$ cat config.mk
export PLATFORM = sky130hd
export DESIGN_NAME = cache_array
export DESIGN_NICKNAME = d
export VERILOG_FILES = /design/src/cache_pkg.sv /design/src/cache_array.sv
export SDC_FILE = /design/constraint.sdc
export NUM_CORES = 1
export LEC_CHECK = 0
export ABC_AREA = 1
export BUFFER_PORTS_ARGS = -buffer_cell sky130_fd_sc_hd__buf_2
export CAP_MARGIN = 10
export CORE_AREA = 3 3 40 42
export DETAILED_ROUTE_END_ITERATION = 8
export DIE_AREA = 0 0 43 45
export SYNTH_ARGS = -nofsm -noshare
export SYNTH_HDL_FRONTEND = slang
export SYNTH_SLANG_ARGS = --single-unit
$ cat constraint.sdc
create_clock -name clock -period 1.9 [get_ports clock]
set_input_delay 0.285 -clock clock [delete_from_list [all_inputs] [get_ports clock]]
set_output_delay 0.285 -clock clock [all_outputs]
set_load 0.02 [all_outputs]
$ cat src/cache_pkg.sv
package cache_pkg;

    // Geometry
    localparam int addr_width     = 32;
    localparam int word_width     = 64;
    localparam int line_bytes     = 64;
    localparam int beats_per_line = 8;      // One AXI beat per data word
    localparam int num_sets       = 4;
    localparam int num_ways       = 2;

    // Address fields, tag | index | offset
    localparam int offset_width = 6;
    localparam int index_width  = 2;
    localparam int tag_width    = 24;

    // Core data-size codes
    localparam logic [2:0] size_byte  = 3'd1;
    localparam logic [2:0] size_half  = 3'd2;
    localparam logic [2:0] size_word  = 3'd4;
    localparam logic [2:0] size_dword = 3'd7;

    typedef logic [addr_width-1:0]       addr_t;
    typedef logic [word_width-1:0]       word_t;
    typedef logic [line_bytes*8-1:0]     line_t;
    typedef logic [tag_width-1:0]        tag_t;
    typedef logic [index_width-1:0]      index_t;
    typedef logic [$clog2(num_ways)-1:0] way_t;
    typedef logic [2:0]                  size_t;

    typedef struct packed {
        logic valid;
        logic dirty;    // Line differs from memory
        tag_t tag;
    } tag_entry_t;

endpackage

$ cat src/cache_array.sv
`timescale 1ns/10ps

module cache_array #(
    parameter type entry_t = logic
) (
    input  logic              clock,
    input  logic              reset,
    input  cache_pkg::index_t rd_index,
    output entry_t            rd_entries [cache_pkg::num_ways],
    input  logic              wr_enable,
    input  cache_pkg::index_t wr_index,
    input  cache_pkg::way_t   wr_way,
    input  entry_t            wr_entry
);
    import cache_pkg::*;

    entry_t mem [num_sets][num_ways];

    // All ways of the addressed set, no read latency
    always_comb begin
        for (int w = 0; w < num_ways; w++) begin
            rd_entries[w] = mem[rd_index][w];
        end
    end

    always_ff @(posedge clock) begin
        if (reset) begin
            for (int s = 0; s < num_sets; s++) begin
                for (int w = 0; w < num_ways; w++) begin
                    mem[s][w] <= '0;    // Tag instance comes up all invalid
                end
            end
        end else if (wr_enable) begin
            mem[wr_index][wr_way] <= wr_entry;
        end
    end

endmodule

# Word level (Yosys, flattened, before mapping)
# Memories as Yosys holds them, arrays and structs flattened.
# Index checks and enable logic that the tools add are counted.
[op_classes] bitwise=1 mul=0 reduce_logical=2 mux=10 n_lt_le_gt_ge=2 n_div=0 shift=0 eq_ne=0 add_sub_neg=0
[op_table] operator="$mux W2" count=4
[op_table] operator="$mux W1" count=5
[op_table] operator="$ge A2 B2 Y1 const B" count=1
[op_table] operator="$lt A2 B1 Y1 const B" count=1
[op_table] operator="$not A1 Y2" count=1
[op_table] operator="$reduce_or A2 Y1" count=1
[op_table] operator="$demux W1 S1" count=1
[op_table] operator="$logic_and A1 B1 Y1" count=1
[totals] ff_bits=0 input_bits=9 mem_bits_rw=8 mem_count=1 latch_bits=0 output_inout_bits=2 mem_bits_ro=0 elab_cells=16
[memory_table] name="mem" depth=4 word_bits=2 rd=1 rd_ports_with_merged_regs=0 write_ports=4 line_no="cache_array.sv:17" rtl="entry_t mem [num_sets][num_ways];"

# Logic depth before layout (Yosys ltp)
[depth] word_depth=8 ltp_mapped=4 ltp_nobuf=4

# Least setup slack after synthesis
# OpenSTA, ideal clock, no wires.
[synth_timing] path_kind="input to register" startpoint="input port reset" endpoint="memory mem[0][0] (netlist name), enable pin" t_arrival_ns=0.662 setup_ns=0.303 n_path_buf=0 slack_ns=0.936 path_stages=3 t_required_ns=1.597 path_cell_list="inv_2 > nand3_4 > o21ai_1"
[synth_lines] element="start, declared" line_no="cache_array.sv:7" rtl="input logic reset,"
[synth_lines] element="end, declared" line_no="cache_array.sv:17"

==> results.json <==
{
  "p_sw_share_pct": 25.3,
  "min_period_ns": 1.26,
  "drc": 0,
  "vias": 431,
  "start_util_pct": 40.4,
  "slew_violations": 0,
  "drt_wl_total_um": 763,
  "ff_latch_area_um2": 240,
  "cts_root_buffer": "clkbuf_4",
  "overflow": 0,
  "max-cap-violations": 0,
  "top_regs": "mem: 8 flops",
  "grt_pass1_vias": 359,
  "final.setup.tns_ns": 0,
  "tightest_slew_ns": 0.293,
  "synth_top_cell_by_area": "edfxtp_1",
  "clk_pin_slew_worst_paths_ns": 0.05,
  "die_h_um": 45,
  "hpwl_um": 656,
  "max_flop_register": "mem",
  "area_growth_pct": 17.6,
  "min_to": "mem[0][1]",
  "cts_sinks": 8,
  "critical_path_arrival_ns": 0.98,
  "fmax_ghz": 0.793,
  "cts_resized": 0,
  "synth_area_per_cell_um2": 7.99,
  "min_period_over_period_pct": 66.4,
  "rows": 13,
  "p_switching_uw": 102,
  "globalplace.congestion": 0.707,
  "clk_path_buf_depth": 2,
  "io_buffers": 10,
  "seq_power_share_pct": 51.7,
  "worstPathRequired_ns": 1.62,
  "cts_setup_buffers": 0,
  "leakage_nw": 0.296,
  "crit_path_end_kind": "output port",
  "final_core_util_pct": 47.5,
  "synth_nets": 74,
  "detailedPlace.worstSlack_ns": 0.726,
  "antenna_found_initial": 0,
  "p_per_area_nw_per_um2": 658,
  "synth-seq-area-share_pct": 46.3,
  "viasPerCell": 4.63,
  "ir_drop_mv": 0.384,
  "combPwrFrac_pct": 16.8,
  "drt-initial-drc-count": 6,
  "setup_viol": 0,
  "synth-seq-cells": 8,
  "ys_types": 13,
  "multi_input_area_um2": 215,
  "htree_levels": 1,
  "first_pass_iters": 4,
  "die-width_um": 43,
  "rsz0062_at_grt": "false",
  "worstSetupStartpointType": "flip-flop",
  "relSlewSlack_pct": 80.4,
  "diodes": 0,
  "hold_class": "input port to flip-flop",
  "largest_reg_flops": 8,
  "synthCells": 65,
  "coreArea_um2": 1280,
  "timing.final.ws_setup_ns": 0.639,
  "synthesis.area_um2": 519,
  "hold_buffers": 0,
  "nets": 89,
  "wl_per_cell_um": 8.20,
  "crit_type": "flip-flop to output port",
  "internal-power_uw": 300,
  "timing.critical_path.from": "mem[0][1]",
  "io_pins": 11,
  "grt_max_degree": 11,
  "drtAntennaViolNets": 0,
  "power_uw": 402,
  "cts_buffers": 3,
  "clockPowerShare_pct": 31.5,
  "synth-warning-count": 0,
  "cts_tree": "yes",
  "dieArea_um2": 1940,
  "path_max_fanout": 1,
  "grt_first_pass_wirelength_mm": 1.30,
  "finalHoldViolations": 0,
  "status": "finished clean",
  "worstHoldStart": "reset",
  "synth_top_cells_by_area": "edfxtp_1, nand2_1, inv_1, nor3_2, nand3_1",
  "synth_top_area_share_pct": 46.3,
  "holdPathStages": 3,
  "grt_util_all_layers_pct": 9.09,
  "drive_gt1_share_pct": 28.2,
  "fillCellCount": 130
}
==> synth_stat cells (all sizes together) <==
library cell   n
nor3           6
nand3          8
o21ai          6
nand2         16
edfxtp         8
inv           17
nor2           4
==> layer usage <==
| metal | wire length, um | GRT usage, % | up-vias | share of wire (%) |
|---|---|---|---|---|
| li1 | - | - | 235 | - |
| met1 | 334 | 10.4 | 179 | 44 |
| met2 | 360 | 15.0 | 15 | 47 |
| met3 | 52 | 1.59 | 2 | 6.8 |
| met4 | 17 | 7.23 | 0 | 2.2 |
| met5 | 0 | 0 | - | 0 |
==> layout by cell type (no fill, tap or decap) <==
cell type	instances
nand3_2	1
inv_1	15
edfxtp_1	8
o21ai_1	4
inv_2	2
nor3_2	4
nor3_1	2
nand2_1	16
nor2_2	1
o21ai_0	2
clkbuf_4	3
buf_2	10
nand3_1	6
nand3_4	1
nor2_1	3
==> layout make-up <==
cell class / instances / area share [%]
well taps: 15 / 3.07
flip-flops and latches: 8 / 39.3
multi-input cells: 40 / 35.2
clock buffers: 3 / 3.69
repair buffers: 10 / 8.20
inverters: 17 / 10.5
==> worst max-delay path, cell delays in order (launching register included) <==
cell,delay [ns]
edfxtp_1,0.37
inv_1,0.06
nand2_1,0.04
nand3_1,0.06
nand2_1,0.04
buf_2,0.15
==> power groups by stage <==
stage / Sequential (mW) / Clock (mW) / Combinational, mW
final: 0.208 / 0.127 / 0.0675
after global routing: 0.209 / 0.131 / 0.0774
after CTS: 0.208 / 0.126 / 0.0681
after detailed placement: 0.211 / 0 / 0.0679
after global placement: 0.211 / 0 / 0.0672
after floorplan: 0.211 / 0 / 0.0442
==> worst max path at each step <==
stage / end / slack (ns) / cells after the start
finish: rd_entries[1] / 0.64 / 5
detailed placement: mem[2][1] / 0.73 / 4
floorplan: mem[0][0] / 0.94 / 3
global placement: mem[2][1] / 0.73 / 4
global route: rd_entries[1] / 0.54 / 5
CTS: rd_entries[1] / 0.62 / 5
==> kinds of logic (layout without fill, tap and decap cells) <==
logic type | count (synthesis) | after routing | synth area share [%]
buffers and inverters | 17 | 30 | 12.3
flip-flops | 8 | 8 | 46.3
AND/OR/NAND/NOR | 34 | 34 | 35.7
AO/OA/AOI/OAI | 6 | 6 | 5.78
==> stage by stage <==
step           hold slack, ns  cells  instance area (um2)
3_3_place_gp            0.685     90                  588
6_report                0.429     93                  611
3_5_place_dp            0.683     90                  588
5_1_grt                 0.445     93                  611
2_1_floorplan           0.537     65                  519
4_1_cts                 0.426     93                  611
Note: power is estimated with default switching activity, not from simulation.
