## src/cache_pkg.sv

```systemverilog
package cache_pkg;

    // Geometry
    localparam int addr_width     = 32;
    localparam int word_width     = 64;
    localparam int line_bytes     = 64;
    localparam int beats_per_line = 8;      // One AXI beat per data word
    localparam int num_sets       = 4;
    localparam int num_ways       = 2;

    // Address fields, tag | index | offset
    localparam int offset_width = 6;
    localparam int index_width  = 2;
    localparam int tag_width    = 24;

    // Core data-size codes
    localparam logic [2:0] size_byte  = 3'd1;
    localparam logic [2:0] size_half  = 3'd2;
    localparam logic [2:0] size_word  = 3'd4;
    localparam logic [2:0] size_dword = 3'd7;

    typedef logic [addr_width-1:0]       addr_t;
    typedef logic [word_width-1:0]       word_t;
    typedef logic [line_bytes*8-1:0]     line_t;
    typedef logic [tag_width-1:0]        tag_t;
    typedef logic [index_width-1:0]      index_t;
    typedef logic [$clog2(num_ways)-1:0] way_t;
    typedef logic [2:0]                  size_t;

    typedef struct packed {
        logic valid;
        logic dirty;    // Line differs from memory
        tag_t tag;
    } tag_entry_t;

endpackage

```

## src/load_store_align.sv

```systemverilog
`timescale 1ns/10ps

module load_store_align (
    input  cache_pkg::addr_t address,
    input  cache_pkg::size_t data_size,
    input  cache_pkg::word_t data_input,
    input  cache_pkg::line_t line_in,
    output cache_pkg::word_t load_data,
    output cache_pkg::line_t line_out
);
    import cache_pkg::*;

    logic [2:0] word_sel;
    logic [2:0] byte_sel;
    word_t      line_word;
    word_t      shifted;
    logic [7:0] byte_mask;
    word_t      bit_mask;
    word_t      store_data;

    assign word_sel = address[offset_width-1:3];
    assign byte_sel = address[2:0];

    assign line_word = line_in[word_sel * word_width +: word_width];
    assign shifted   = line_word >> {byte_sel, 3'b000};

    always_comb begin
        case (data_size)
            size_byte: begin
                load_data = {56'b0, shifted[7:0]};
                byte_mask = 8'h01;
            end
            size_half: begin
                load_data = {48'b0, shifted[15:0]};
                byte_mask = 8'h03;
            end
            size_word: begin
                load_data = {32'b0, shifted[31:0]};
                byte_mask = 8'h0f;
            end
            size_dword: begin
                load_data = shifted;
                byte_mask = 8'hff;
            end
            default: begin
                load_data = '0;     // Unknown size code
                byte_mask = 8'h00;
            end
        endcase
    end

    // Byte mask widened to bits and moved to the addressed byte lane
    always_comb begin
        for (int b = 0; b < 8; b++) begin
            bit_mask[b*8 +: 8] = {8{byte_mask[b]}};
        end
        bit_mask = bit_mask << {byte_sel, 3'b000};
    end

    assign store_data = data_input << {byte_sel, 3'b000};

    always_comb begin
        line_out = line_in;
        line_out[word_sel * word_width +: word_width] =
            (line_word & ~bit_mask) | (store_data & bit_mask);
    end

endmodule

```

## config.mk

```make
export PLATFORM = sky130hd
export DESIGN_NAME = load_store_align
export DESIGN_NICKNAME = d
export VERILOG_FILES = /design/src/cache_pkg.sv /design/src/load_store_align.sv
export SDC_FILE = /design/constraint.sdc
export NUM_CORES = 1
export LEC_CHECK = 0
export BUFFER_PORTS_ARGS = -buffer_cell sky130_fd_sc_hd__buf_2
export CORE_AREA = 5 5 457 459
export DETAILED_ROUTE_END_ITERATION = 7
export DIE_AREA = 0 0 462 464
export GPL_TIMING_DRIVEN = 0
export SYNTH_ARGS = -nofsm -noshare
export SYNTH_HDL_FRONTEND = slang
export SYNTH_SLANG_ARGS = --single-unit
```

## constraint.sdc

```tcl
create_clock -name vclk -period 6.16
set_clock_uncertainty 0.05 [all_clocks]
set_input_delay 0.616 -clock vclk [all_inputs]
set_output_delay 0.616 -clock vclk [all_outputs]
set_load 0.1 [all_outputs]
```

# Word level (Yosys, flattened, before mapping)
# Cells that the tools add are included.
[totals]
n_memories = 0
word_cells = 18
out_inout_bits = 576
register_bits = 0
mem_bits_ro = 0
in_bits = 611
ramBits = 0
latchBits = 0
[classes]
muxes = 3
shift = 6
n_reduce_logical = 0
div = 0
bitwise_logic = 4
eq_ne = 4
n_lt_le_gt_ge = 0
n_addsub = 1
mul = 0
[op_table]
columns = ["operator", "count"]
rows = [
  ["512-bit bitwise mux", 1],
  ["64-bit by 34-bit variable shift with 512-bit output (first input constant)", 1],
  ["512-bit by 10-bit indexed part select with 64-bit output", 1],
  ["64-bit by 34-bit indexed part select with 512-bit output", 1],
  ["64-bit case mux with 4 select lines", 1],
  ["64-bit bitwise AND", 2],
  ["64-bit by 6-bit left shift with 64-bit output", 2],
  ["64-bit NOT", 1],
  ["64-bit OR", 1],
  ["64-bit by 6-bit right shift with 64-bit output", 1],
  ["9-bit negator with 34-bit output", 1],
  ["8-bit case mux with 4 select lines", 1],
  ["3-bit equality test (second input constant)", 2],
  ["3-bit by 1-bit equality test with 1-bit output (second input constant)", 1],
  ["3-bit by 2-bit equality test with 1-bit output (second input constant)", 1],
]

# Longest topological paths before layout
[logic_depth]
ltp_word = 8
mapped_depth = 13
mapped_depth_nobuf = 7

# Worst setup path after synthesis
# Ideal clock, no wire load.
[synth_timing]
path_type = "input-to-output"
from = "input address[3]"
to = "output line_out[215]"
arrival_ns = 5.612
path_buffers = 6
cell_stages = 12
slack_ns = -0.118
cell_sequence = "buf_6 -> buf_6 -> buf_6 -> buf_6 -> inv_1 -> ha_1 -> ha_1 -> nor2b_1 -> nand2_1 -> clkbuf_1 -> clkbuf_1 -> o41ai_1"
[synth_between]
elab_chain_cells = 5
elab_cells_between_ends = 7
cone_classes = "add/sub (1); shift (3); mux (1); bitwise (2)"
[synth_rtl]
columns = ["item", "line", "rtl"]
rows = [
  ["start, declared", "load_store_align.sv:4", "input cache_pkg::addr_t address,"],
  ["512-bit by 10-bit indexed part select with 64-bit output", "load_store_align.sv:24", "assign line_word = line_in[word_sel * word_width +: word_width];"],
  ["64-bit bitwise AND", "load_store_align.sv:65", "(line_word & ~bit_mask) | (store_data & bit_mask);"],
  ["64-bit OR", "load_store_align.sv:65", ""],
  ["64-bit by 34-bit indexed part select with 512-bit output", "load_store_align.sv:64", "line_out[word_sel * word_width +: word_width] ="],
  ["512-bit bitwise mux (*)", "load_store_align.sv:64", ""],
  ["end, declared", "load_store_align.sv:9", "output cache_pkg::line_t line_out"],
]
# Every way passes the cells marked *; elsewhere a longest branch is shown, timed or not.

# Worst setup path in the final report
[layout_timing]
from = "input address[4]"
to = "output line_out[286]"
# Same word-level chain as after synthesis.

==> run_results.csv <==
group,metric,value,unit
status,outcome,"finished, violations left",
status,violations,"capacitance limit, slew limit, setup timing",
hold_path,holdPathEnd,"line_out[178]",
logic_synthesis,synth_most_common_cell,"a22o_1",
route,vias_per_cell,4.679,
global_routing,grt_start_max_net_pins,11,
route,vias,26610,
sta,rsz0062_at_grt,"no",
logic_synthesis,synth_warnings,0,
die,die-area,214400,sq um
placement,dpl.cell_count,5555,
run,cap_violations,1,
critical_path,cp.arrival,5.72,ns
logic_synthesis,synth_area,14640,sq um
sta,finalSetupViolations,108,
layout,seq_area,0,sq um
sta,tightest_slew,1.641,ns
hold_path,whs_path_depth,4,
sta,fin_ws,-0.2225,ns
critical_path,critical_path_class,"in -> out",
sta,slew_headroom,-0.1256,
critical_path,cp_data_required_time,5.49,ns
sta,hold_viol_final,0,
global_routing,grt_pass1_wl,376400,um
critical_path,crit_fanout,10,
route,drt-total-wl,321700,um
sta,slew_viol_final,8,
route,antenna_left,0,
global_routing,grt_pass1_vias,24930,
layout,clkbuf_count,0,
die,die_h,464,um
layout,fin_cells,5687,
logic_synthesis,synthCells,1691,
hold_path,hp-class,"in -> out",
die,ios,1187,
power_and_ir_drop,p_total,5.443,mW
logic_synthesis,syn_area_per_cell,8.656,sq um
placement,portBuffers,1159,
layout,numSequentialCells,0,
placement,dp_slack,-1.323,ns
layout,design_area,24850,sq um
layout,syn_to_final_growth,69.78,%
logic_synthesis,synth.distinct_cells,83,
global_routing,grt_antenna_before_repair,225,
logic_synthesis,synth_nets,2307,
die,die_w,462,um
layout,layout.nets,3499,
global_routing,track_usage,0.2831,
layout,fin_util,0.1218,
sta,totalNegativeSetupSlack,-7.357,ns
logic_synthesis,ys_top_cells_by_area,"mux4_2, a22o_1, mux2_2",
sta,timing.hold.ws,1.685,ns
power_and_ir_drop,ir_worst_vdd,0.1279,mV
die,row_count,166,
route,wire_per_inst,56.56,um
power_and_ir_drop,p_per_area,219.0,nW/um^2
placement,place_congestion,0.9962,
logic_synthesis,yosysSeqAreaShare,0,
die,coreArea,204000,sq um
placement,dp_hpwl,287100,um
logic_synthesis,yosys.area.top_type,"mux4_2",
sta,period_needed,6.383,ns
critical_path,critPathLaunchType,"input port",
layout,drive_above_1_share,0.5863,
placement,post_dp_cell_area,24100,sq um
power_and_ir_drop,p_leak,10.60,nW
logic_synthesis,synth_top_area_frac,0.2216,
sta,period_share,1.036,
sta,fmax,0.1567,GHz
route,drc,0,
critical_path,worstSetupEndpointType,"primary output",
hold_path,hold_start,"line_in[178]",
route,drt_iter0_markers,3593,
logic_synthesis,ys_top_cells_by_count,"a22o_1, nand2_1, mux4_2, mux2_2, mux2i_1",
route,first_pass_iters,6,
die,initial_core_util,0.07176,
global_routing,overflow,0,
cts,cts_hold_repair.buffers,0,
-- how the worst max path moves through the flow --
| stage | cells after the start | to | slack [ns] | start |
|---|---|---|---|---|
| 6_report | 13 | line_out[286] | -0.22 | address[4] |
| 5_1_grt | 13 | line_out[414] | 0.02 | address[4] |
| 2_1_floorplan | 12 | line_out[215] | -0.12 | address[3] |
| 3_5_place_dp | 13 | line_out[216] | -1.32 | address[4] |
| 3_3_place_gp | 8 | line_out[55] | -1.40 | address[5] |
| 4_1_cts | 12 | line_out[302] | -0.04 | address[4] |
-- worst max-delay path, cell delays in order --
cell and delay (ns):
buf_2 0.24, buf_2 0.26, buf_4 0.49, buf_4 0.51, inv_1 0.15, ha_1 0.23
ha_1 0.37, clkinv_2 0.33, o2111ai_2 0.52, inv_2 0.54, buf_2 0.57, mux2_2 0.26
buf_2 0.55
-- where the power goes --
| group | total, mW | switching [mW] | internal, mW | leakage (nW) |
|---|---|---|---|---|
| clock network | 0.00000112 | 0 | 0.00000112 | 0.000734 |
| registers | 0 | 0 | 0 | 0 |
| logic | 5.44 | 4.45 | 0.989 | 10.6 |
-- cells in the final DEF (no fill, tap or decap), types with 16 or more instances in the layout --
| master | instances |
|---|---|
| a22oi_1 | 17 |
| mux2i_1 | 101 |
| a21oi_1 | 21 |
| nor2_1 | 93 |
| buf_6 | 27 |
| clkbuf_2 | 41 |
| o22ai_1 | 16 |
| nand2_1 | 158 |
| buf_2 | 1204 |
| mux2i_2 | 28 |
| a22o_1 | 331 |
| mux2_2 | 139 |
| o21ai_0 | 60 |
| o31ai_1 | 20 |
| a211oi_1 | 27 |
| clkbuf_1 | 70 |
| a21o_1 | 17 |
| diode_2 | 118 |
| a31oi_1 | 19 |
| buf_4 | 28 |
| mux4_2 | 144 |
-- routing by layer --
| layer | up-vias | part of all wire | track usage |
|---|---|---|---|
| met3 | 725 | 0.13 | 0.1422 |
| met5 | - | 0.0018 | 0 |
| met1 | 13590 | 0.39 | 0.3412 |
| met4 | 84 | 0.062 | 0.1242 |
| li1 | 9542 | - | - |
| met2 | 2675 | 0.41 | 0.4207 |
-- timing repair --
item,in CTS,in global routing
pin swaps,8,0
cloned,0,0
resized for setup,78,19
endpoints found under the setup margin,500,37
setup buffers,12,2
-- kinds of logic (layout without fill, tap and decap cells) --
logic type,after synthesis,in the layout,synth area share
adder cells (fa/ha/maj),5,5,0.004274
buffers and inverters,222,1412,0.07266
multiplexers,420,420,0.4261
XOR/XNOR,4,4,0.003847
AND/OR/NAND/NOR,368,368,0.1190
other,0,118,0
AO/OA/AOI/OAI,672,672,0.3741
-- cell type report --
class              instances  area, sq um
diodes                   118        295.3
plain buffers            208         1122
fillers                23860       179100
inverters                 14        53.80
multi-input cells       1469        13830
well taps               2688         3363
repair buffers          1190         6188
Power figures use the tool's default switching activity.
