`src/cache_pkg.sv`:
```
package cache_pkg;

    // Geometry
    localparam int addr_width     = 32;
    localparam int word_width     = 64;
    localparam int line_bytes     = 64;
    localparam int beats_per_line = 8;      // One AXI beat per data word
    localparam int num_sets       = 4;
    localparam int num_ways       = 2;

    // Address fields, tag | index | offset
    localparam int offset_width = 6;
    localparam int index_width  = 2;
    localparam int tag_width    = 24;

    // Core data-size codes
    localparam logic [2:0] size_byte  = 3'd1;
    localparam logic [2:0] size_half  = 3'd2;
    localparam logic [2:0] size_word  = 3'd4;
    localparam logic [2:0] size_dword = 3'd7;

    typedef logic [addr_width-1:0]       addr_t;
    typedef logic [word_width-1:0]       word_t;
    typedef logic [line_bytes*8-1:0]     line_t;
    typedef logic [tag_width-1:0]        tag_t;
    typedef logic [index_width-1:0]      index_t;
    typedef logic [$clog2(num_ways)-1:0] way_t;
    typedef logic [2:0]                  size_t;

    typedef struct packed {
        logic valid;
        logic dirty;    // Line differs from memory
        tag_t tag;
    } tag_entry_t;

endpackage

```
`src/axi_pkg.sv`:
```
package axi_pkg;

    // Burst shape for one cache line
    localparam logic [7:0] burst_len  = 8'd7;   // Eight beats
    localparam logic [2:0] burst_size = 3'd3;   // 8 bytes per beat

    // Burst types
    localparam logic [1:0] burst_incr = 2'd1;

    // Write and read response codes
    localparam logic [1:0] resp_okay = 2'd0;

endpackage

```
`src/line_fill.sv`:
```
`timescale 1ns/10ps

module line_fill (
    input  logic             clock,
    input  logic             reset,
    input  logic             fill_start,
    input  cache_pkg::addr_t fill_addr,
    output logic             fill_done,
    output cache_pkg::line_t fill_line,
    output logic             arvalid,
    input  logic             arready,
    output cache_pkg::addr_t araddr,
    output logic [7:0]       arlen,
    output logic [2:0]       arsize,
    output logic [1:0]       arburst,
    input  logic             rvalid,
    output logic             rready,
    input  cache_pkg::word_t rdata,
    input  logic             rlast
);
    import cache_pkg::*;
    import axi_pkg::*;

    logic [$clog2(beats_per_line)-1:0] beat;
    line_t                             line_buf;

    // Whole line in one INCR burst
    assign arlen   = burst_len;
    assign arsize  = burst_size;
    assign arburst = burst_incr;

    assign fill_line = line_buf;

    always_ff @(posedge clock) begin
        if (reset) begin
            arvalid   <= 1'b0;
            rready    <= 1'b0;
            fill_done <= 1'b0;
            beat      <= '0;
        end else begin
            fill_done <= 1'b0;
            if (fill_start) begin
                arvalid <= 1'b1;
                beat    <= '0;
            end else if (arvalid && arready) begin
                arvalid <= 1'b0;
                rready  <= 1'b1;    // Accept data only once AR is taken
            end
            if (rvalid && rready) begin
                beat <= beat + 1'b1;
                if (rlast) begin
                    rready    <= 1'b0;
                    fill_done <= 1'b1;
                end
            end
        end
    end

    // Request address and beats, lowest word first
    always_ff @(posedge clock) begin
        if (fill_start) begin
            araddr <= fill_addr;
        end
        if (rvalid && rready) begin
            line_buf[beat * word_width +: word_width] <= rdata;
        end
    end

endmodule

```
`config.mk`:
```
export PLATFORM = sky130hd
export DESIGN_NAME = line_fill
export DESIGN_NICKNAME = d
export VERILOG_FILES = /design/src/cache_pkg.sv /design/src/axi_pkg.sv /design/src/line_fill.sv
export SDC_FILE = /design/constraint.sdc
export NUM_CORES = 1
export LEC_CHECK = 0
export BUFFER_PORTS_ARGS = -buffer_cell sky130_fd_sc_hd__clkbuf_2
export CORE_ASPECT_RATIO = 1.75
export CORE_MARGIN = 2
export CORE_UTILIZATION = 30
export CTS_CLUSTER_DIAMETER = 40
export DETAILED_ROUTE_END_ITERATION = 10
export PLACE_DENSITY = 0.53
export SYNTH_ARGS = -nofsm -noshare
export SYNTH_HDL_FRONTEND = slang
export SYNTH_SLANG_ARGS = --single-unit
```
`constraint.sdc`:
```
create_clock -name clock -period 10.29 [get_ports clock]
set_input_delay 0.5145 -clock clock [delete_from_list [all_inputs] [get_ports clock]]
set_output_delay 0.5145 -clock clock [all_outputs]
set_load 0.01 [all_outputs]
```
; Word level (Yosys, flattened, before mapping)
; Cells that the tools add are included.
[op_classes]
n_addsub = 2
n_mul = 0
div_mod_pow = 0
n_lt_le_gt_ge = 0
n_eq_ne = 0
n_shift = 2
muxes = 10
bitwise_logic = 1
reduce_logical = 5
[ops]
columns = op, n
row1 = $bwmux W512, 1
row2 = $shift A64 B34 Y512 const A, 1
row3 = $shiftx A64 B34 Y512, 1
row4 = $neg A9 Y34, 1
row5 = $mux W1, 7
row6 = $mux W3, 2
row7 = $reduce_bool A2 Y1, 2
row8 = $add A3 B1 Y3 const B, 1
row9 = $logic_and A1 B1 Y1, 2
row10 = $reduce_or A2 Y1, 1
row11 = $not A1 Y1, 1
[totals]
ff_bits = 550
latchBits = 0
ram_bits = 0
romBits = 0
out_inout_bits = 560
elab_cells = 26
mem_count = 0

; Logic depth before layout (Yosys ltp)
; Gate-level depths: netlist (run 1).
[depth]
depth_word = 5
mapped_depth = 9
mapped_depth_nobuf = 6

; Worst setup path before layout (run 1)
; No wires, ideal clock.
[synth_path]
path_type = flip-flop to flip-flop
startpoint = reg, netlist name beat[0]
endpoint = reg line_buf[0] (netlist: fill_line[0]), enable pin
setup_time_ns = 0.644
t_arrival_ns = 7.967
required_ns = 9.646
slack_ns = 1.679
path_stages_with_launch = 8
n_path_buf = 2
period_less_slack_ns = 8.611
path_cell_list = dfxtp_1 -> clkbuf_1 -> inv_1 -> ha_1 -> ha_1 -> or2_2 -> clkbuf_1 -> nor4_1
[synth_lines]
columns = element, line_no
row1 = "end signal, assigned by index", line_fill.sv:65  ; line_buf[beat * word_width +: word_width] <= rdata;
row2 = "end, declared", line_fill.sv:25  ; line_t line_buf;

==> flow_summary.json, run 1 <==
{
  "post-route-cell-area_um2": 26000,
  "nFillCells": 6369,
  "path_class": "flop to flop",
  "drt_first_pass_iters": 5,
  "tritoncts": "done",
  "cp-startpoint": "beat[0]$_SDFFE_PP0P_",
  "max_cap_viol_count": 0,
  "grt.overflow.total": 0,
  "place_congestion": 0.833,
  "grtUsageMet1_pct": 23.4,
  "total_die_area_um2": 68600,
  "cp.arrival_ns": 3.73,
  "place.port_buffers": 648,
  "critPathMaxFanout": 65,
  "use_met2_pct": 31.0,
  "final_hold_viol_count": 0,
  "worst_slew_pin_slew_ns": 1.08,
  "ys_dominant_reg_cell": "sky130_fd_sc_hd__edfxtp_1",
  "sequential_share_of_the_synthesized_area_pct": 82.6,
  "cts_buffers": 55,
  "slew_headroom_pct": 28.1,
  "final_antenna_net_count": 0,
  "nNetsFinal": 2015,
  "routedWlPerCell_um": 23.3,
  "timing.critical_path.required_ns": 10.51,
  "drt-total-wl_mm": 66.3,
  "outcome": "finished clean",
  "clock_insertion_delay_worst_skew_ns": 0.62,
  "drt_iter0_drcs": 822,
  "h-tree-depth": 2,
  "drc": 0,
  "fraction_of_layout_instances_using_a_drive_strength_above_1_pct": 39.1,
  "timing.critical_path.slowest_stage_cell": "sky130_fd_sc_hd__buf_4",
  "synth_common_cells": "544 x sky130_fd_sc_hd__edfxtp_1, 263 x sky130_fd_sc_hd__nor2_1, 256 x sky130_fd_sc_hd__and2_1",
  "die_w_um": 199,
  "ys_seq_elements": 550,
  "core.rowCount": 125,
  "end_kind": "flop",
  "final.setup.tns_ns": 0,
  "start_kind": "flop",
  "global_route_track_usage_on_met3_pct": 4.72,
  "worst_hold_path_type": "input pin to flop",
  "grt_setup_unrepaired": "false",
  "synth.cell_area_um2": 19900,
  "cts-root-buf": "sky130_fd_sc_hd__clkbuf_16",
  "ctsHoldBuffers": 0,
  "cts_setup_buffers": 0,
  "powerDensity_nw_per_um2": 176,
  "instance_area_after_placement_um2": 24200,
  "finalWorstPathRequiredPeriod_ns": 3.51,
  "fin_worst_skew_ns": 0.0243,
  "placeableCoreArea_um2": 66000,
  "grt_pass1_vias": 12697,
  "rrSetupSlack_ns": 6.78,
  "async_reset_ff_share_pct": 0,
  "post-synth-top-area-fraction_pct": 82.0,
  "start_util_pct": 30.2,
  "peak_supply_drop_uv": 149,
  "num_vias": 12626,
  "placed_wire_length_estimate_after_detailed_placement_mm": 47.3,
  "ys_warn_count": 0,
  "globalRoute.busiestLayer": "met2",
  "initial_antenna_violation_count": 3,
  "clkSlewWorstSetupHoldPaths_ns": 0.06,
  "cts.sinks": 550,
  "maximum_single_stage_delay_on_the_critical_path_ns": 0.73,
  "die_height_um": 345,
  "r2r-end": "fill_line[295]$_DFFE_PP_",
  "synth-edff-count": 544,
  "worst_path_most_repeated_cell": "sky130_fd_sc_hd__buf_4",
  "rr_worst_depth": 5,
  "holdWs_ns": 0.0641,
  "crit_chain": "buf_4 > or3_1 > nand2b_4 > nor4_2 > buf_4",
  "cts_max_path_buffers": 3,
  "finalSetupViolCount": 0,
  "grt_pass1_wl_mm": 90.5,
  "layout_worst_path_cycle_share_pct": 34.1,
  "slew_violations": 0,
  "track_usage_pct": 18.7,
  "cts-resized-gates": 0,
  "area_growth_pct": 30.6,
  "total_leakage_power_nw": 10.8,
  "average_instance_area_after_synthesis_um2": 15.9,
  "synth_area_leader_cell": "sky130_fd_sc_hd__edfxtp_1",
  "worst_r2r_startpoint": "beat[0]$_SDFFE_PP0P_",
  "setup.worst_path.end": "fill_line[295]$_DFFE_PP_",
  "boundaryPins": 662,
  "synth_area_leaders": "sky130_fd_sc_hd__edfxtp_1 82%, sky130_fd_sc_hd__and2_1 8.0%, sky130_fd_sc_hd__nor2_1 5.0%, sky130_fd_sc_hd__nand2_1 1.3%, sky130_fd_sc_hd__clkbuf_1 0.81%",
  "fmax_mhz": 285,
  "viasPerCell": 4.43,
  "yosysMostFrequentCell": "sky130_fd_sc_hd__edfxtp_1",
  "netlist-cell-type-count": 27,
  "syn-instance-count": 1250,
  "grt_max_degree": 66
}
worst max-delay path, delay by kind of cell, from the launching register on:
| kind | cells | cell delay (ns) |
|---|---|---|
| buffers and inverters | 2 | 1.27 |
| AND/OR/NAND/NOR | 3 | 1.43 |
| flip-flops | 1 | 0.32 |
logic make-up after synthesis:
logic type | synth area share, %
and+or+nand+nor | 15.1
DFF | 82.6
buffers and inverters | 1.78
AOI/OAI and AO/OA | 0.220
adders and majority gates | 0.251
other | 0.0377
how the worst min path moves through the flow:
stage                           endpoint                  from  cells past startpoint
CTS                 araddr[12]$_DFFE_PP_         fill_addr[12]                      1
global route        araddr[23]$_DFFE_PP_         fill_addr[23]                      1
finish              araddr[13]$_DFFE_PP_         fill_addr[13]                      1
floorplan           beat[1]$_SDFFE_PP0P_  beat[1]$_SDFFE_PP0P_                      2
global placement    arvalid$_SDFFE_PP0P_  arvalid$_SDFFE_PP0P_                      2
detailed placement  arvalid$_SDFFE_PP0P_  arvalid$_SDFFE_PP0P_                      2
routing by layer:
| layer | vias to the layer above | wire length (um) |
|---|---|---|
| li1 | 5637 | - |
| met1 | 6236 | 26000 |
| met5 | - | 0 |
| met3 | 103 | 5660 |
| met4 | 0 | 2380 |
| met2 | 650 | 32200 |
report_power, final:
part / total (mW) / leakage (nW) / switching, mW / internal (mW)
clock: 2.02 / 0.876 / 0.898 / 1.13
combinational: 0.111 / 4.08 / 0.0754 / 0.0356
sequential: 2.45 / 5.84 / 0.00469 / 2.45
cells in the final DEF, fill, tap and decap left out, types with 2 or more instances in the layout:
cell and count:
sky130_fd_sc_hd__nor4_4 3, sky130_fd_sc_hd__nand2_1 67, sky130_fd_sc_hd__and2_1 256, sky130_fd_sc_hd__ha_1 4, sky130_fd_sc_hd__nand2b_1 4, sky130_fd_sc_hd__clkbuf_1 7
sky130_fd_sc_hd__conb_1 13, sky130_fd_sc_hd__clkinv_1 12, sky130_fd_sc_hd__inv_8 4, sky130_fd_sc_hd__inv_1 5, sky130_fd_sc_hd__nand2b_4 2, sky130_fd_sc_hd__clkbuf_2 648
sky130_fd_sc_hd__nand3_1 4, sky130_fd_sc_hd__diode_2 3, sky130_fd_sc_hd__clkinv_2 7, sky130_fd_sc_hd__clkinv_8 3, sky130_fd_sc_hd__a21oi_1 4, sky130_fd_sc_hd__dfxtp_1 5
sky130_fd_sc_hd__nor4_2 2, sky130_fd_sc_hd__nor2_4 6, sky130_fd_sc_hd__edfxtp_1 544, sky130_fd_sc_hd__buf_4 15, sky130_fd_sc_hd__bufinv_16 5, sky130_fd_sc_hd__inv_6 6
sky130_fd_sc_hd__nor2_1 257, sky130_fd_sc_hd__or3_1 2, sky130_fd_sc_hd__clkinvlp_4 4, sky130_fd_sc_hd__clkbuf_16 55
registers in the layout (all words and copies together) (netlist names):
| register | cells |
|---|---|
| araddr | 32 |
| fill_done | 1 |
| beat | 3 |
| arvalid | 1 |
| rready | 1 |
| fill_line | 512 |
cell type report:
type | instances | area, um^2 | area share [%]
clock inverter | 41 | 407 | 1.56
sequential | 550 | 16500 | 63.2
inverter | 5 | 18.8 | 0.0721
tap | 889 | 1110 | 4.27
clock buffer | 62 | 1400 | 5.39
antenna | 3 | 7.51 | 0.0288
multi-input combinational | 634 | 3270 | 12.6
timing repair buffer | 663 | 3360 | 12.9
per-stage QoR:
stage	setup slack, ns	power (mW)	utilization (%)	instances
CTS	6.65	4.65	39.4	2844
global placement	6.73	2.61	36.7	2741
finish	6.78	4.59	39.4	2847
floorplan	1.68	2.54	-	1261
detailed placement	6.69	2.62	36.7	2741
global route	6.50	4.72	39.4	2846
No activity file was read; power rests on OpenSTA's default activity.
==> run 2: changes to the inputs <==
Clock period 10.29 ns to 3.3 ns, I/O delays scaled along.
==> flow_summary.json, run 2 (synthesis results as in run 1) <==
{
  "outcome": "finished clean",
  "place_congestion": 0.855,
  "final_antenna_net_count": 0,
  "powerDensity_nw_per_um2": 547,
  "start_util_pct": 30.2,
  "flip_flop_count_of_the_largest_register_all_copies_and_words_added": 512,
  "final_cell_count_no_fill": 2975,
  "boundaryPins": 662,
  "grt_pass1_wl_mm": 96.4,
  "routedWlPerCell_um": 23.3,
  "core.rowCount": 125,
  "place.port_buffers": 648,
  "max_cap_viol_count": 0,
  "post-layout-total-power_mw": 15.1,
  "fmax_mhz": 380,
  "power.net_switching_mw": 3.32,
  "start_kind": "flop",
  "most-common-layout-cells": "648 x sky130_fd_sc_hd__clkbuf_2, 544 x sky130_fd_sc_hd__edfxtp_1, 257 x sky130_fd_sc_hd__nor2_1, 256 x sky130_fd_sc_hd__and2_1, 96 x sky130_fd_sc_hd__dlygate4sd3_1",
  "critPathMaxFanout": 32,
  "area_growth_pct": 39.0,
  "viasPerCell": 4.48,
  "slew_headroom_pct": 39.0,
  "h-tree-depth": 2,
  "timing.critical_path.required_ns": 3.60,
  "p_sw_share_pct": 21.9,
  "cts.sinks": 550,
  "placed_wire_length_estimate_after_detailed_placement_mm": 49.4,
  "initial_antenna_violation_count": 3,
  "worst_slew_pin_slew_ns": 0.915,
  "place.detailed.instances": 2767,
  "total_leakage_power_nw": 11.5,
  "track_usage_pct": 19.7,
  "drt-total-wl_mm": 69.3,
  "num_vias": 13319,
  "fraction_of_layout_instances_using_a_drive_strength_above_1_pct": 39.1,
  "total_die_area_um2": 68600,
  "grt_pass1_vias": 13709,
  "cts_buffers": 59,
  "end_kind": "flop",
  "nNetsFinal": 2141,
  "final.setup.tns_ns": 0,
  "finalWorstPathRequiredPeriod_ns": 2.63,
  "clkSlewWorstSetupHoldPaths_ns": 0.07,
  "die_height_um": 345,
  "layout_worst_path_cycle_share_pct": 79.8,
  "antenna_cells": 0,
  "peak_supply_drop_uv": 395,
  "clock_insertion_delay_worst_skew_ns": 0.62,
  "cp.arrival_ns": 2.93,
  "slew_violations": 0,
  "combPwrFrac_pct": 3.0,
  "clock_power_share_pct": 46.5,
  "placeableCoreArea_um2": 66000,
  "final_common_cell": "sky130_fd_sc_hd__clkbuf_2",
  "cts_max_path_buffers": 3,
  "power.sequential.fraction_pct": 50.5,
  "grt.overflow.total": 0,
  "drt_first_pass_iters": 5,
  "tritoncts": "done",
  "final_hold_viol_count": 0,
  "cts-root-buf": "sky130_fd_sc_hd__clkbuf_16",
  "die_w_um": 199,
  "nFillCells": 6212,
  "drt_iter0_drcs": 775,
  "grt_setup_unrepaired": "false",
  "fin_worst_skew_ns": 0.0262,
  "worst_hold_path_type": "input pin to flop",
  "internal_power_mw": 11.8,
  "finalSetupViolCount": 0,
  "grt_max_degree": 65,
  "path_class": "flop to flop",
  "rrSetupSlack_ns": 0.67,
  "drc": 0
}
## run 2: changes by cell type in the layout (fill, tap and decap cells not counted), moves of 3 or more
cell	before	now
sky130_fd_sc_hd__clkinv_1	12	3
sky130_fd_sc_hd__clkbuf_16	55	60
sky130_fd_sc_hd__clkbuf_1	7	4
sky130_fd_sc_hd__clkinv_8	3	8
sky130_fd_sc_hd__buf_12	0	14
sky130_fd_sc_hd__diode_2	3	0
sky130_fd_sc_hd__clkinv_2	7	15
sky130_fd_sc_hd__dlygate4sd3_1	0	96
sky130_fd_sc_hd__buf_4	15	27
## run 2: layout make-up
| cell class | instances | area, um^2 | share of cell area [%] |
|---|---|---|---|
| Tap cell | 889 | 1110 | 4.02 |
| Multi-Input combinational cell | 634 | 3320 | 12.0 |
| Sequential cell | 550 | 16500 | 59.4 |
| Clock inverter | 47 | 562 | 2.03 |
| Timing Repair Buffer | 785 | 4690 | 16.9 |
| Inverter | 5 | 21.3 | 0.0768 |
| Clock buffer | 65 | 1530 | 5.52 |
## run 2: power by group through the flow
stage / logic, mW / registers (mW) / clock network [mW]
after CTS: 0.468 / 7.65 / 7.19
after global routing: 0.497 / 7.65 / 7.43
final: 0.461 / 7.65 / 7.04
after floorplan: 0.105 / 7.83 / 0
after detailed placement: 0.377 / 7.80 / 0
after global placement: 0.371 / 7.80 / 0
## run 2: path summary, 6_finish.rpt
path | start | depth (start not counted) | end
max | beat[1]$_SDFFE_PP0P_ | 6 | fill_line[391]$_DFFE_PP_
min | rdata[0] | 2 | fill_line[384]$_DFFE_PP_
max reg2reg | beat[1]$_SDFFE_PP0P_ | 6 | fill_line[391]$_DFFE_PP_
min reg2reg | arvalid$_SDFFE_PP0P_ | 2 | arvalid$_SDFFE_PP0P_
## run 2: timing repair
action	CTS	global route
hold buffers	96	0
hold endpoints to repair	280	0
setup endpoints to repair	0	0
buffers inserted	0	0
resized for setup	0	0
## run 2: metrics by stage
stage	utilization (%)	setup WS [ns]	cell area [um^2]	hold slack [ns]
floorplan	-	-0.641	20100	0.224
global placement	37.3	0.589	24600	0.341
detailed placement	37.3	0.627	24600	0.344
CTS	42.0	0.608	27700	0.0234
global route	42.0	0.550	27700	0.0259
finish	42.0	0.668	27700	0.0590
## run 2: worst max-delay path, stage by stage (launching register included)
cell	delay, ns
sky130_fd_sc_hd__dfxtp_1	0.40
sky130_fd_sc_hd__inv_1	0.11
sky130_fd_sc_hd__ha_4	0.19
sky130_fd_sc_hd__ha_4	0.17
sky130_fd_sc_hd__or4_1	0.62
sky130_fd_sc_hd__nor2_4	0.50
sky130_fd_sc_hd__buf_12	0.28
## run 2: layer usage
metal | track usage, % | vias up | share of wire [%]
li1 | - | 5901 | -
met1 | 24.6 | 6616 | 39
met2 | 32.9 | 681 | 48
met3 | 4.87 | 121 | 8.5
met4 | 7.68 | 0 | 3.8
met5 | 0 | - | 0
==> run 3: changes to the inputs <==
Settings changed: PLACE_DENSITY 0.53 to 0.55.
Clock period 3.3 ns to 2.4 ns, I/O delays scaled along.
==> flow_summary.json, run 3 (synthesis results as in run 1) <==
{
  "finalSetupViolCount": 0,
  "power.net_switching_mw": 4.22,
  "timing.critical_path.required_ns": 2.67,
  "tritoncts": "done",
  "finalWorstPathRequiredPeriod_ns": 2.26,
  "outcome": "finished clean",
  "placed_wire_length_estimate_after_detailed_placement_mm": 50.4,
  "final_hold_viol_count": 0,
  "grt_max_degree": 65,
  "num_vias": 13487,
  "fin_worst_skew_ns": 0.0241,
  "initial_antenna_violation_count": 8,
  "die_w_um": 199,
  "grt.overflow.total": 0,
  "start_util_pct": 30.2,
  "multi_input_comb_area_um2": 3320,
  "flip_flop_count_of_the_largest_register_all_copies_and_words_added": 512,
  "grt_pass1_vias": 13327,
  "total_leakage_power_nw": 11.6,
  "end_kind": "flop",
  "cts_buffers": 55,
  "powerDensity_nw_per_um2": 708,
  "final_antenna_net_count": 0,
  "cp-startpoint": "beat[0]$_SDFFE_PP0P_",
  "slew_violations": 0,
  "most-common-layout-cells": "648 x sky130_fd_sc_hd__clkbuf_2, 544 x sky130_fd_sc_hd__edfxtp_1, 257 x sky130_fd_sc_hd__nor2_1, 256 x sky130_fd_sc_hd__and2_1, 102 x sky130_fd_sc_hd__dlygate4sd3_1",
  "place.port_buffers": 648,
  "placeableCoreArea_um2": 66000,
  "cp.arrival_ns": 2.53,
  "core.rowCount": 125,
  "nFillCells": 6195,
  "cts.sinks": 550,
  "post-layout-total-power_mw": 19.7,
  "slew_headroom_pct": 58.8,
  "area_growth_pct": 39.6,
  "grt_setup_unrepaired": "false",
  "max_cap_viol_count": 0,
  "die_height_um": 345,
  "register_area_um2": 16500,
  "clkSlewWorstSetupHoldPaths_ns": 0.07,
  "fmax_mhz": 442,
  "final_critical_path_setup_slack_ns": 0.135,
  "final_cell_count_no_fill": 3000,
  "path_class": "flop to flop",
  "p_sw_share_pct": 21.4,
  "dp_slack_ns": 0.0196,
  "place_congestion": 0.858,
  "post-route-cell-area_um2": 27800,
  "cts-root-buf": "sky130_fd_sc_hd__clkbuf_16",
  "routedWlPerCell_um": 23.0,
  "track_usage_pct": 19.5,
  "grt_pass1_wl_mm": 94.8,
  "holdWs_ns": 0.160,
  "combPwrFrac_pct": 3.3,
  "timing.critical_path.max_delay_family": "simple AND/OR/NAND/NOR gates",
  "min-delay-start": "fill_start",
  "timing.critical_path.slowest_stage_cell": "sky130_fd_sc_hd__or4_1",
  "worst_path_most_repeated_cell": "sky130_fd_sc_hd__ha_4",
  "place.detailed.instances": 2797,
  "instance_area_after_placement_um2": 25000,
  "power.sequential.fraction_pct": 53.4,
  "crit_chain": "inv_4 > ha_4 > ha_4 > or4_1 > nor2_4 > buf_12",
  "drc": 0,
  "critPathMaxFanout": 64,
  "final.setup.tns_ns": 0,
  "worst_r2r_startpoint": "beat[0]$_SDFFE_PP0P_",
  "boundaryPins": 662,
  "drt_iter0_drcs": 883,
  "nNetsFinal": 2177,
  "final_common_cell": "sky130_fd_sc_hd__clkbuf_2",
  "start_kind": "flop",
  "layout_worst_path_cycle_share_pct": 94.4,
  "clock_insertion_delay_worst_skew_ns": 0.62,
  "fraction_of_layout_instances_using_a_drive_strength_above_1_pct": 39.2,
  "viasPerCell": 4.50,
  "maximum_single_stage_delay_on_the_critical_path_ns": 0.62,
  "drt_first_pass_iters": 5,
  "drt-total-wl_mm": 69.0,
  "internal_power_mw": 15.5,
  "critical_path.n_buffers_inverters": 2,
  "worst_hold_path_type": "input pin to flop",
  "h-tree-depth": 2,
  "worst_slew_pin_slew_ns": 0.618,
  "peak_supply_drop_uv": 670,
  "utilization_pct": 42.1,
  "cts_max_path_buffers": 3,
  "total_die_area_um2": 68600,
  "clock_power_share_pct": 43.2
}
run 3: cell type report:
class	count	area share (%)
Antenna cell	3	0.0270
Clock buffer	63	5.06
Clock inverter	31	1.26
Inverter	5	0.0765
Multi-Input combinational cell	634	12.0
Sequential cell	550	59.2
Tap cell	889	4.00
Timing Repair Buffer	825	18.4
run 3: repair_timing:
item,in CTS,in global routing
setup buffers,0,3
endpoints found under the hold margin,306,0
setup endpoints to repair,0,58
hold buffers,102,0
gates resized for setup,0,3
run 3: layer usage:
layer  vias up  global-route usage (%)  part of all wire, %
met5         -                       0                0.032
met4         2                    6.41                  2.7
met3        99                    4.41                  8.4
met2       739                    32.9                   49
met1      6674                    24.7                   40
li1       5973                       -                    -
run 3: power groups by stage:
| stage | Sequential (mW) | Clock, mW | Combinational [mW] |
|---|---|---|---|
| 6_report | 10.5 | 8.51 | 0.658 |
| 5_1_grt | 10.5 | 8.98 | 0.704 |
| 4_1_cts | 10.5 | 8.67 | 0.665 |
| 3_5_place_dp | 10.7 | 0 | 0.530 |
| 3_3_place_gp | 10.7 | 0 | 0.524 |
| 2_1_floorplan | 10.8 | 0 | 0.145 |
run 3: worst paths after layout:
| check | to | cells past startpoint | slack (ns) |
|---|---|---|---|
| setup / recovery | fill_line[152]$_DFFE_PP_ | 6 | 0.14 |
| setup reg to reg | fill_line[152]$_DFFE_PP_ | 6 | 0.14 |
| hold reg to reg | arvalid$_SDFFE_PP0P_ | 2 | 0.54 |
| hold / removal | araddr[26]$_DFFE_PP_ | 1 | 0.16 |
